<file path="src/icache_config.svh">
// Cache geometry and address width macros
`ifndef ICACHE_CONFIG_SVH
`define ICACHE_CONFIG_SVH

// Sets and ways
`define ICACHE_SETS 256
`define ICACHE_INDEX_WIDTH 8
`define ICACHE_WAYS 2

// Block and instruction sizes
`define ICACHE_BLOCK_WIDTH 128
`define ICACHE_OFFSET_WIDTH 4
`define ICACHE_INSTR_WIDTH 32

// Address layout, index plus offset spans the page offset
`define ICACHE_VADDR_WIDTH 32
`define ICACHE_PADDR_WIDTH 32
`define ICACHE_PAGE_OFFSET_WIDTH 12
`define ICACHE_PTAG_WIDTH 20

`endif

</file>
<file path="src/icache_lru.sv">
// Per-set LRU bits, hit update and the replacement way metadata register
`timescale 1ns/1ns
`include "icache_config.svh"

module icache_lru
  (input                                   clk_i
   , input                                 reset_i
   , input                                 hit_v_i
   , input [$clog2(`ICACHE_WAYS)-1:0]      hit_way_i
   , input [`ICACHE_INDEX_WIDTH-1:0]       index_i
   , input                                 req_yumi_i
   , output logic                          metadata_v_o
   , output logic [$clog2(`ICACHE_WAYS)-1:0] metadata_way_o
   );

  localparam int way_width_lp = $clog2(`ICACHE_WAYS);

  // Most recently hit way of each set
  logic [way_width_lp-1:0] lru_r [`ICACHE_SETS];

  always_ff @(posedge clk_i)
  begin
    if (reset_i)
    begin
      for (int s = 0; s < `ICACHE_SETS; s++)
        lru_r[s] <= '0;
    end
    else if (hit_v_i)
      lru_r[index_i] <= hit_way_i;
  end

  // Metadata trails the engine yumi by one cycle
  always_ff @(posedge clk_i)
  begin
    if (reset_i)
      metadata_v_o <= 1'b0;
    else
      metadata_v_o <= req_yumi_i;
  end

  // Two ways, the victim is whichever way was not hit last
  always_ff @(posedge clk_i)
  begin
    if (req_yumi_i)
      metadata_way_o <= ~lru_r[index_i];
  end

endmodule

</file>
<file path="config.mk">
export PLATFORM = sky130hd
export DESIGN_NAME = icache_lru
export DESIGN_NICKNAME = d
export VERILOG_FILES = /design/src/icache_lru.sv
export VERILOG_INCLUDE_DIRS = /design/src
export SDC_FILE = /design/constraint.sdc
export NUM_CORES = 1
export LEC_CHECK = 0
export BUFFER_PORTS_ARGS = -buffer_cell sky130_fd_sc_hd__buf_2
export CAP_MARGIN = 20
export CORE_AREA = 4 4 181 200
export DETAILED_ROUTE_END_ITERATION = 10
export DIE_AREA = 0 0 185 204
export SLEW_MARGIN = 15
export SYNTH_ARGS = -nofsm -noshare
export SYNTH_HDL_FRONTEND = slang
export SYNTH_SLANG_ARGS = --single-unit
</file>
<file path="constraint.sdc">
create_clock -name clk_i -period 5 [get_ports clk_i]
set_input_delay 1 -clock clk_i [delete_from_list [all_inputs] [get_ports clk_i]]
set_output_delay 1 -clock clk_i [all_outputs]
set_load 0.005 [all_outputs]
</file>
# ---- Word level (Yosys, flattened, before mapping)
# Memory sizes are Yosys's and may differ from the RTL's.
# Index checks and enable logic that the tools add are counted.
dict set report word_totals {
  register_bits 2
  ramBits 256
  out_inout_bits 2
  n_memories 1
}
# memory words width rd rd_clocked_by_memory_dff wr line
set memory_table {}
lappend memory_table {lru_r 256 1 1 0 256 icache_lru.sv:19} ;# logic [way_width_lp-1:0] lru_r [`ICACHE_SETS];
dict set report op_classes {
  mux 8
  n_bitwise 1
  reduce_logical 1
}
# op n
set ops {}
lappend ops {{8-bit two-way mux} 1}
lappend ops {{1-bit two-way mux} 7}
lappend ops {{1-bit NOT} 1}
lappend ops {{1-bit OR reduction} 1}

# ---- Logic depth before layout (Yosys ltp)
dict set report depth {
  ltp_word 5
  depth_mapped 9
}

# ---- Least setup slack after synthesis
# No wires, ideal clock.
dict set report synth_timing {
  path_kind {input to register}
  startpoint {input index_i[1]}
  endpoint {register metadata_way_o, data pin}
  setup_time_ns 0.157
  t_arrival_ns 2.662
  t_required_ns 4.843
  setup_slack_ns 2.181
  path_stages 8
  cell_sequence {clkbuf_1 clkbuf_1 mux4_2 a22oi_1 a21oi_1 nor4_1 o22ai_1 nor3_1}
}
dict set report synth_via {
  elab_chain_len 2
}
# item line
set synth_rtl {}
lappend synth_rtl {{from (decl)} icache_lru.sv:10} ;# , input [`ICACHE_INDEX_WIDTH-1:0] index_i
lappend synth_rtl {{memory 256 x 1 bit} n/a}
lappend synth_rtl {{1-bit NOT} icache_lru.sv:45} ;# metadata_way_o <= ~lru_r[index_i];
lappend synth_rtl {{to (signal assigned)} icache_lru.sv:45}
lappend synth_rtl {{to (decl)} icache_lru.sv:13} ;# , output logic [$clog2(`ICACHE_WAYS)-1:0] metadata_way_o
# Every way passes these cells.
# A chain may end at the register's enable or synchronous reset.

==> out/metrics.csv <==
metric;value;unit
Wirelength per Cell;25.8;µm
crit share post-route;65.8;%
post-synthesis cell type count;29;
Critical path origin;index_i[1];
core area;34100;µm²
sequential share of the synthesized area;57.3;%
Pwr per Cell Area;330;nW/µm²
Critical Path Sink Type;flop;
Final Instance Count excl. Fillers;1568;
WS Path Type;input pin to flop;
outcome;finished clean;
DRT iter0 DRCs;988;
layout cell share with drive strength beyond 1;15.2;%
area grow syn2layout;10.3;%
CTS Root Buffer Type;clkbuf_16;
# diodes;0;
R2R setup slack;2600;ps
antenna-violating nets left;0;
Num CTS Buffers;29;
CTS tree;yes;
Synth Instances;1139;
htree depth;1;
final worst slack;1710;ps
row count;71;
Worst-Margin Slew;1100;ps
Reg power frac;51.1;%
Chip Height;204;µm
Tot GR Track Use;21.5;%
max-slew violation count;0;
CTS sink cnt;258;
via/cell ratio;5.99;
first-pass GRT wire length;60.9;mm
Initial Utilization;39.6;%
Slew headroom;26.7;%
worst reg-to-reg path cell count;6;
DRC viols;0;
Leakage;5.37;nW
DR vias;9394;
initial antenna violation count;0;
combinational power share;8.9;%
WP data required;5250;ps
Peak Freq;304;MHz
DIE AREA;37700;µm²
Post-CTS Resized;0;
clock-pin slew on the worst setup and hold paths;60;ps
Post-Syn Area per Cell;11.8;µm²
internal power;0.00377;W
drt pass-1 iters;5;
Clock power frac;40.0;%
largest net degree at the start of global routing;215;
setup bufs post-CTS;0;
Placed Cells;1516;
Port Buffer Count;14;
RSZ-0062 raised after global routing;no;
count of final hold-check violations;0;
Layout Utilization;43.6;%
final setup violation count;0;
max-cap violations;0;
Final TNS setup;0;ps
Worst R2R End;metadata_way_o$_DFFE_PP_;
final global-route overflow total;0;
DIE WIDTH;185;µm
vias in the first global route;9575;
CP startpoint kind;input pin;
footprint of the multi-input gates;5270;µm²
clk_skew;8.94;ps
Setup crit end;lru_r[194]$_SDFFCE_PN0P_;
VDD IR max;0.000263;V
switching power total;0.00115;W
crit path DAT;3540;ps
Post-CTS Hold Buffers;0;
Hold Crit Class;input pin to flop;
Critical Path Fanout Max;63;
RePlAce Congestion;0.813;
flops & latches, synth;258;
post-DP HPWL;24.6;mm
Clock Path Buffers;3;
most common cell after layout, fill and taps aside;nor2_1;
Ys Warns;0;
WL final;40.5;mm
switching share of power;23.4;%
Layout Nets;1122;
sequential cell area;7740;µm²
Worst R2R Start;lru_r[151]$_SDFFCE_PN0P_;
minimum clock period after layout;3290;ps
pre-CTS setup slack;1170;ps
fill count;3163;
Post-Syn Area;13500;µm²
most frequent cells in the layout;284 x nor2_1, 257 x edfxtp_1, 185 x a21o_1;
Ports;15;
clk_lat worst skew;550;ps
Net Count, Synth;1152;
## Yosys cell counts
cell type | number | share of area (%)
nor2_1 | 285 | 7.9
edfxtp_1 | 257 | 57
a21o_1 | 185 | 10
clkbuf_1 | 108 | 3.0
o21bai_1 | 71 | 4.0
mux4_2 | 64 | 11
nand2_1 | 46 | 1.3
a22oi_1 | 32 | 1.8
a21oi_1 | 16 | 0.59
nor3_1 | 11 | 0.41
buf_2 | 10 | 0.37
nand2b_1 | 9 | 0.42
nand3_1 | 9 | 0.33
nor2b_1 | 6 | 0.28
nor4_1 | 5 | 0.23
nand4_1 | 4 | 0.19
or2_1 | 4 | 0.19
inv_2 | 3 | 0.083
and2_1 | 2 | 0.093
buf_4 | 2 | 0.11
or3_1 | 2 | 0.093
and3_1 | 1 | 0.046
buf_1 | 1 | 0.028
buf_6 | 1 | 0.083
clkinv_1 | 1 | 0.028
dfxtp_1 | 1 | 0.15
nor3_2 | 1 | 0.074
o22ai_1 | 1 | 0.046
or2_2 | 1 | 0.046
## registers in the layout (all words and copies together) (netlist names)
| name | count |
|---|---|
| lru_r | 256 |
| metadata_v_o | 1 |
| metadata_way_o | 1 |
## how the worst min path moves through the flow
stage,startpoint,to,slack (ps),cells past startpoint
4_1_cts,req_yumi_i,metadata_way_o$_DFFE_PP_,680,1
3_5_place_dp,lru_r[249]$_SDFFCE_PN0P_,metadata_way_o$_DFFE_PP_,1150,6
6_report,req_yumi_i,metadata_way_o$_DFFE_PP_,690,1
5_1_grt,req_yumi_i,metadata_way_o$_DFFE_PP_,680,1
2_1_floorplan,lru_r[98]$_SDFFCE_PN0P_,metadata_way_o$_DFFE_PP_,1010,6
3_3_place_gp,lru_r[249]$_SDFFCE_PN0P_,metadata_way_o$_DFFE_PP_,1190,6
## power groups by stage
stage                     registers, W  logic (W)  clock network (W)
after detailed placement       0.00256   0.000433                  0
after floorplan                0.00254   0.000319                  0
after global placement         0.00256   0.000425                  0
final                          0.00251   0.000437            0.00197
after CTS                      0.00252   0.000434            0.00199
after global routing           0.00252   0.000465            0.00208
## critical path, stage by stage
cell,delay [ps]
buf_4,700
nor2b_1,420
nand2_1,450
nor2_1,530
buf_4,260
a21o_1,140
## logic make-up after synthesis
kind of cell           synth area share, %
and+or+nand+nor                       11.6
buffers and inverters                 3.71
muxes                                 10.7
AOI/OAI and AO/OA                     16.7
DFF                                   57.3
## layout make-up
type,instances,share of cell area (%)
Multi-Input combinational cell,755,35.4
Timing Repair Buffer,61,3.13
Inverter,4,0.101
Tap cell,438,3.68
Clock buffer,32,4.95
Sequential cell,258,52.0
Clock inverter,20,0.756
## metrics by stage
step	power (W)	hold slack [ps]	instance area [µm²]
final	0.00492	695	14900
after global routing	0.00507	678	14900
after detailed placement	0.00299	1150	14000
after CTS	0.00494	679	14900
after global placement	0.00298	1190	14000
after floorplan	0.00286	1010	13500
## routing by layer
layer  track usage (%)  vias to the layer above  routed length (µm)
li1                  -                     4116                   -
met1              28.5                     4804               15800
met2              36.0                      378               20100
met3              3.33                       96                3050
met4              7.71                        0                1500
met5                 0                        -                   0
(Power assumes the default switching activity.)
