$ cat src/icache_config.svh
// Cache geometry and address width macros
`ifndef ICACHE_CONFIG_SVH
`define ICACHE_CONFIG_SVH

// Sets and ways
`define ICACHE_SETS 256
`define ICACHE_INDEX_WIDTH 8
`define ICACHE_WAYS 2

// Block and instruction sizes
`define ICACHE_BLOCK_WIDTH 128
`define ICACHE_OFFSET_WIDTH 4
`define ICACHE_INSTR_WIDTH 32

// Address layout, index plus offset spans the page offset
`define ICACHE_VADDR_WIDTH 32
`define ICACHE_PADDR_WIDTH 32
`define ICACHE_PAGE_OFFSET_WIDTH 12
`define ICACHE_PTAG_WIDTH 20

`endif

$ cat src/icache_pkg.sv
// Miss controller state enum and engine tag-write opcode enum
package icache_pkg;

  ////////////////////
  // Miss controller
  ////////////////////

  // Ready for fetches, holding a request, or waiting on the engine
  typedef enum logic [1:0]
  {
    e_ready = 2'd0,
    e_req   = 2'd1,
    e_miss  = 2'd2
  } icache_state_e;

  ////////////////////
  // Engine packets
  ////////////////////

  // Set writes one way and marks it valid
  // Clear drops both ways of the set
  typedef enum logic
  {
    e_tag_set   = 1'b0,
    e_tag_clear = 1'b1
  } icache_tag_op_e;

endpackage

$ cat src/icache_miss_ctrl.sv
// Ready/req/miss state machine and the cache request handshake
`timescale 1ns/1ns
`include "icache_config.svh"

module icache_miss_ctrl
  (input                                   clk_i
   , input                                 reset_i
   , input                                 miss_i
   , input [`ICACHE_PADDR_WIDTH-1:0]       miss_addr_i
   , input                                 req_yumi_i
   , input                                 complete_i
   , output logic                          ready_o
   , output logic                          req_v_o
   , output logic [`ICACHE_PADDR_WIDTH-1:0] req_addr_o
   );

  icache_pkg::icache_state_e       state_r;
  icache_pkg::icache_state_e       state_n;
  logic [`ICACHE_PADDR_WIDTH-1:0]  addr_r;

  // Request goes out straight from tag verify, then from the held address
  always_comb
  begin
    state_n    = state_r;
    req_v_o    = 1'b0;
    req_addr_o = addr_r;
    case (state_r)
      icache_pkg::e_ready:
      begin
        if (miss_i)
        begin
          req_v_o    = 1'b1;
          req_addr_o = miss_addr_i;
          state_n    = req_yumi_i ? icache_pkg::e_miss : icache_pkg::e_req;
        end
      end
      icache_pkg::e_req:
      begin
        req_v_o = 1'b1;
        if (req_yumi_i)
          state_n = icache_pkg::e_miss;
      end
      icache_pkg::e_miss:
      begin
        // Engine has written block and tag
        if (complete_i)
          state_n = icache_pkg::e_ready;
      end
      default:
        state_n = icache_pkg::e_ready;
    endcase
  end

  always_ff @(posedge clk_i)
  begin
    if (reset_i)
      state_r <= icache_pkg::e_ready;
    else
      state_r <= state_n;
  end

  always_ff @(posedge clk_i)
  begin
    if ((state_r == icache_pkg::e_ready) && miss_i)
      addr_r <= miss_addr_i;
  end

  // No fetches taken while reset is held
  assign ready_o = ~reset_i & (state_r == icache_pkg::e_ready) & ~miss_i;

  // Request held with a stable address until the engine takes it
  assert property (@(posedge clk_i) disable iff (reset_i)
    (req_v_o && !req_yumi_i) |=> (req_v_o && $stable(req_addr_o)));

endmodule

$ cat config.mk
export PLATFORM = sky130hd
export DESIGN_NAME = icache_miss_ctrl
export DESIGN_NICKNAME = d
export VERILOG_FILES = /design/src/icache_pkg.sv /design/src/icache_miss_ctrl.sv
export VERILOG_INCLUDE_DIRS = /design/src
export SDC_FILE = /design/constraint.sdc
export NUM_CORES = 1
export LEC_CHECK = 0
export ABC_CLOCK_PERIOD_IN_PS = 1550
export BUFFER_PORTS_ARGS = -buffer_cell sky130_fd_sc_hd__buf_2
export CAP_MARGIN = 20
export CORE_MARGIN = 3
export CORE_UTILIZATION = 41
export DETAILED_ROUTE_END_ITERATION = 16
export HOLD_SLACK_MARGIN = 0.02
export PLACE_DENSITY = 0.74
export SETUP_SLACK_MARGIN = 0.05
export SLEW_MARGIN = 25
export SYNTH_ARGS = -nofsm -noshare
export SYNTH_HDL_FRONTEND = slang
export SYNTH_SLANG_ARGS = --single-unit
$ cat constraint.sdc
create_clock -name clk_i -period 1.55 [get_ports clk_i]
set_input_delay 0.155 -clock clk_i [delete_from_list [all_inputs] [get_ports clk_i]]
set_output_delay 0.155 -clock clk_i [all_outputs]
set_load 0.02 [all_outputs]
* After elaboration in Yosys (flattened, before gate mapping)
Index checks and enable logic that the tools add are counted.
** Cells by class
- Bitwise gates (word level) :: 4
- Reduce and logical (&&, ||, !) cells :: 3
- Mux-type cells :: 9
- Equality and inequality tests :: 5
** Operators with widths (count)
- $mux W32 :: 2
- $mux W2 :: 4
- $ne A2 B2 Y1 const B :: 3
- $pmux W2 S3 :: 1
- $reduce_and A3 Y1 :: 1
- $and A1 B1 Y1 :: 2
- $eq A2 B1 Y1 const B :: 1
- $eq A2 B2 Y1 const B :: 1
- $logic_not A2 Y1 :: 1
- $not A1 Y1 :: 2
- $pmux W1 S2 :: 1
- $logic_and A1 B1 Y1 :: 1
- $mux W1 :: 1
** Storage, ports and cells
- Input bits :: 37
- Output and inout port bits :: 34
- Register bits after elaboration :: 34

* Logic depth before layout (Yosys ltp)
- Depth in word-level cells :: 3
- Mapped depth :: 3

* Least setup slack after synthesis
No wires, ideal clock.
- Path kind :: register to output
- Start :: register state_r[1]
- End :: output req_addr_o[17]
- Arrival time :: 1.440 ns
- Cell stages (with the launch flop) :: 4
- Required time :: 1.395 ns
- Path slack :: -0.045 ns
- Cells stage by stage :: dfxtp_1 nor3b_4 buf_6 mux2_2
** On the way
- Longest elaborated chain between the ends :: 2
** RTL lines
- start, declared :: RTL line icache_miss_ctrl.sv:17 : icache_pkg::icache_state_e state_r;
- start signal, assigned :: RTL line icache_miss_ctrl.sv:57 : state_r <= icache_pkg::e_ready;
- start signal, assigned :: RTL line icache_miss_ctrl.sv:59 : state_r <= state_n;
- $logic_not A2 Y1 :: RTL line icache_miss_ctrl.sv:27 : case (state_r)
- $mux W32 :: RTL line icache_miss_ctrl.sv:27
- end, declared :: RTL line icache_miss_ctrl.sv:14 : , output logic [`ICACHE_PADDR_WIDTH-1:0] req_addr_o
No other way between the ends.

* Worst setup path after layout
- Start :: register state_r[0]
- End :: output req_addr_o[31]
The elaborated chain is that of the path after synthesis.

==> flow_metrics.tcl <==
set metrics [dict create \
    reg2reg_depth 3 \
    placedInstanceArea_um2 1880 \
    pwr-share-comb 0.292 \
    synth_seq_cells 34 \
    dieHeight_um 65.6 \
    seqPwrFrac 0.504 \
    worstHoldStart "complete_i" \
    gr-total-overflow 0 \
    gr-usage-all-layers 0.162 \
    hold_violations 0 \
    setup_ws_ps -289 \
    start_util 0.429 \
    viasPerCell 4.58 \
    synthArstFlopShare 0 \
    p_sw_uw 577 \
    worstPathRequired_ps 1390 \
    area_delta_synth_final_pct 72.0 \
    rows 21 \
    n_fill_cell 227 \
    worstReg2RegStart "state_r[1]" \
    port_buffers 70 \
    synth.most_common_cell "edfxtp_1" \
    ir_worst_vdd_uv 562 \
    crit_fanout 10 \
    core_area_um2 3390 \
    synth-main-ff-cell "edfxtp_1" \
    r2r_end "state_r[0]" \
    cpPeakStageDelay_ps 350 \
    num_vias 1146 \
    dp.cells 198 \
    r2r_slack_ps 160 \
    fmax_mhz 544 \
    dp_hpwl_um 2080 \
    fin_skew_ps 8.83 \
    clock-sinks 34 \
    drt_iter0_markers 36 \
    cp_slowest_cell "mux2_2" \
    grt_pass1_wl_um 5280 \
    grt_pass1_vias 1190 \
    numCtsBuffers 5 \
    h-tree-depth 2 \
    min_period_over_period 1.19 \
    drtPass1Iterations 4 \
    post_drt_wl_per_cell_um 13.8 \
    violations "setup timing" \
    ios 71 \
    finalNonFillerCells 250 \
    clk_pin_slew_ps 90 \
    syn_avg_cell_area_um2 18.7 \
    antenna_found_initial 0 \
    synth_edf_count 32 \
    tightest_slew_ps 224 \
    p_int_uw 1590 \
    cts_root_buf "clkbuf_4" \
    grt_max_degree 15 \
    synth_fp_nets 115 \
    drc 0 \
    gp_congestion 0.648 \
    yosys_warnings 0 \
    status "complete, but fails checks" \
    synthTopCellsByCount "edfxtp_1, mux2_2, buf_6, nor2_1" \
    netlist_top_cells_area "edfxtp_1, mux2_2, dfxtp_1, buf_6, mux2_1" \
    yosysSeqAreaShare 0.688 \
    rsz0062_at_grt "yes" \
    synth_cells 78 \
    layout_min_cycle_time_ps 1840 \
    num_antenna_cells 0 \
    min_path_cells 4 \
    endpoint_kind "output pin" \
    max_slew_margin 0.849 \
    power.leakage_uw 0.00107 \
    tns_ps -8250 \
    stdcell_area_um2 2500 \
    critPathLaunchType "flip-flop" \
    maxCapViolations 0 \
    power_density_nw_per_um2 868 \
    synth_top_area_frac 0.660 \
    setup_violations 32 \
    final_antenna_net_count 0 \
    crit_arrival_ps 1680 \
    p_sw_frac 0.266 \
    crit_type "flip-flop to output pin" \
    cts_tree "done" \
    hold_end "state_r[1]" \
    crit_chain "nor3b_4 -> buf_6 -> buf_8 -> mux2_2 -> buf_4" \
    wirelength_um 3440 \
    synth_largest_area_cell "edfxtp_1" \
    drive_gt1_frac 0.623 \
    synth_area_um2 1460 \
    finalMaxSlewViolations 0 \
    cts_buffer_depth 2 \
    die_w_um 65.6 \
    layout.nets 240 \
    ys_types 11 \
    clkPwrFrac 0.204 \
    hold_path.class "input pin to flip-flop" \
    dieArea_um2 4300 \
    clk_latency_ps 330 \
]
## sequential cells by signal, indices dropped and copies added (netlist names)
register and flops:
addr_r 32, state_r 2
## layout by cell type, fill, tap and decap left out, drive strengths merged, types with 2 or more instances in the layout
master	Yosys	final
nor2	3	3
mux2	32	32
edfxtp	32	32
nor4	2	2
buf	3	85
clkinv	0	2
clkbuf	0	6
dlygate4sd3	0	35
dfxtp	2	2
## kinds of logic (layout without fill, tap and decap cells)
kind of cell / count (synthesis) / count (layout) / synth area share
and+or+nand+nor: 8 / 8 / 0.0378
muxes: 32 / 32 / 0.248
DFF: 34 / 34 / 0.688
buffers and inverters: 3 / 129 / 0.0232
AOI/OAI and AO/OA: 1 / 1 / 0.00344
## area by class of cell
| type | instances | area [µm²] | area share |
|---|---|---|---|
| flip-flops and latches | 34 | 1000 | 0.401 |
| repair buffers | 121 | 942 | 0.377 |
| multi-input cells | 41 | 449 | 0.180 |
| well taps | 46 | 57.6 | 0.0230 |
| clock buffers | 6 | 41.3 | 0.0165 |
| clock inverters | 2 | 8.76 | 0.00350 |
## critical path: cells and delay by family (launching register included)
kind,cells,cell delay (ps)
buffers and inverters,3,460
multiplexers,1,350
flip-flops,1,340
AND/OR/NAND/NOR,1,210
## per-layer routing
metal / part of all wire / up-vias / GRT usage / wire (µm)
li1: - / 557 / - / -
met1: 0.40 / 539 / 0.187 / 1390
met2: 0.53 / 44 / 0.293 / 1830
met3: 0.053 / 6 / 0.0359 / 181
met4: 0.012 / 0 / 0.0544 / 41
met5: 0 / - / 0 / 0
## per-stage QoR
step           utilization  total power, µW  setup WS [ps]  hold WS [ps]
2_1_floorplan            -             1400           32.2           224
3_3_place_gp         0.555             1550           65.7           341
3_5_place_dp         0.555             1560           15.7           340
4_1_cts              0.715             2150           -295          59.4
5_1_grt              0.738             2280           -368          72.6
6_report             0.738             2170           -289          73.2
## worst max path at each step
stage               slack, ps        from  cells after the start        endpoint
detailed placement         20  state_r[0]                      4   req_addr_o[6]
global route             -370  state_r[0]                      5  req_addr_o[31]
global placement           70  state_r[0]                      4  req_addr_o[18]
CTS                      -300  state_r[1]                      5   req_addr_o[6]
floorplan                  30  state_r[0]                      3  req_addr_o[17]
finish                   -290  state_r[0]                      5  req_addr_o[31]
## power groups by stage
stage                     Clock (µW)  Sequential, µW  Combinational, µW
after detailed placement           0            1120                446
after global routing             506            1100                675
after global placement             0            1110                438
after floorplan                    0            1110                293
after CTS                        462            1090                590
final                            443            1090                635
## timing repair
item,4_1_cts,5_1_grt
pin swaps,1,1
hold buffers,35,0
cloned,2,0
gates resized for setup,11,21
endpoints found under the hold margin,34,0
buffers inserted,6,1
endpoints found under the setup margin,32,33
Power figures use the tool's default switching activity.
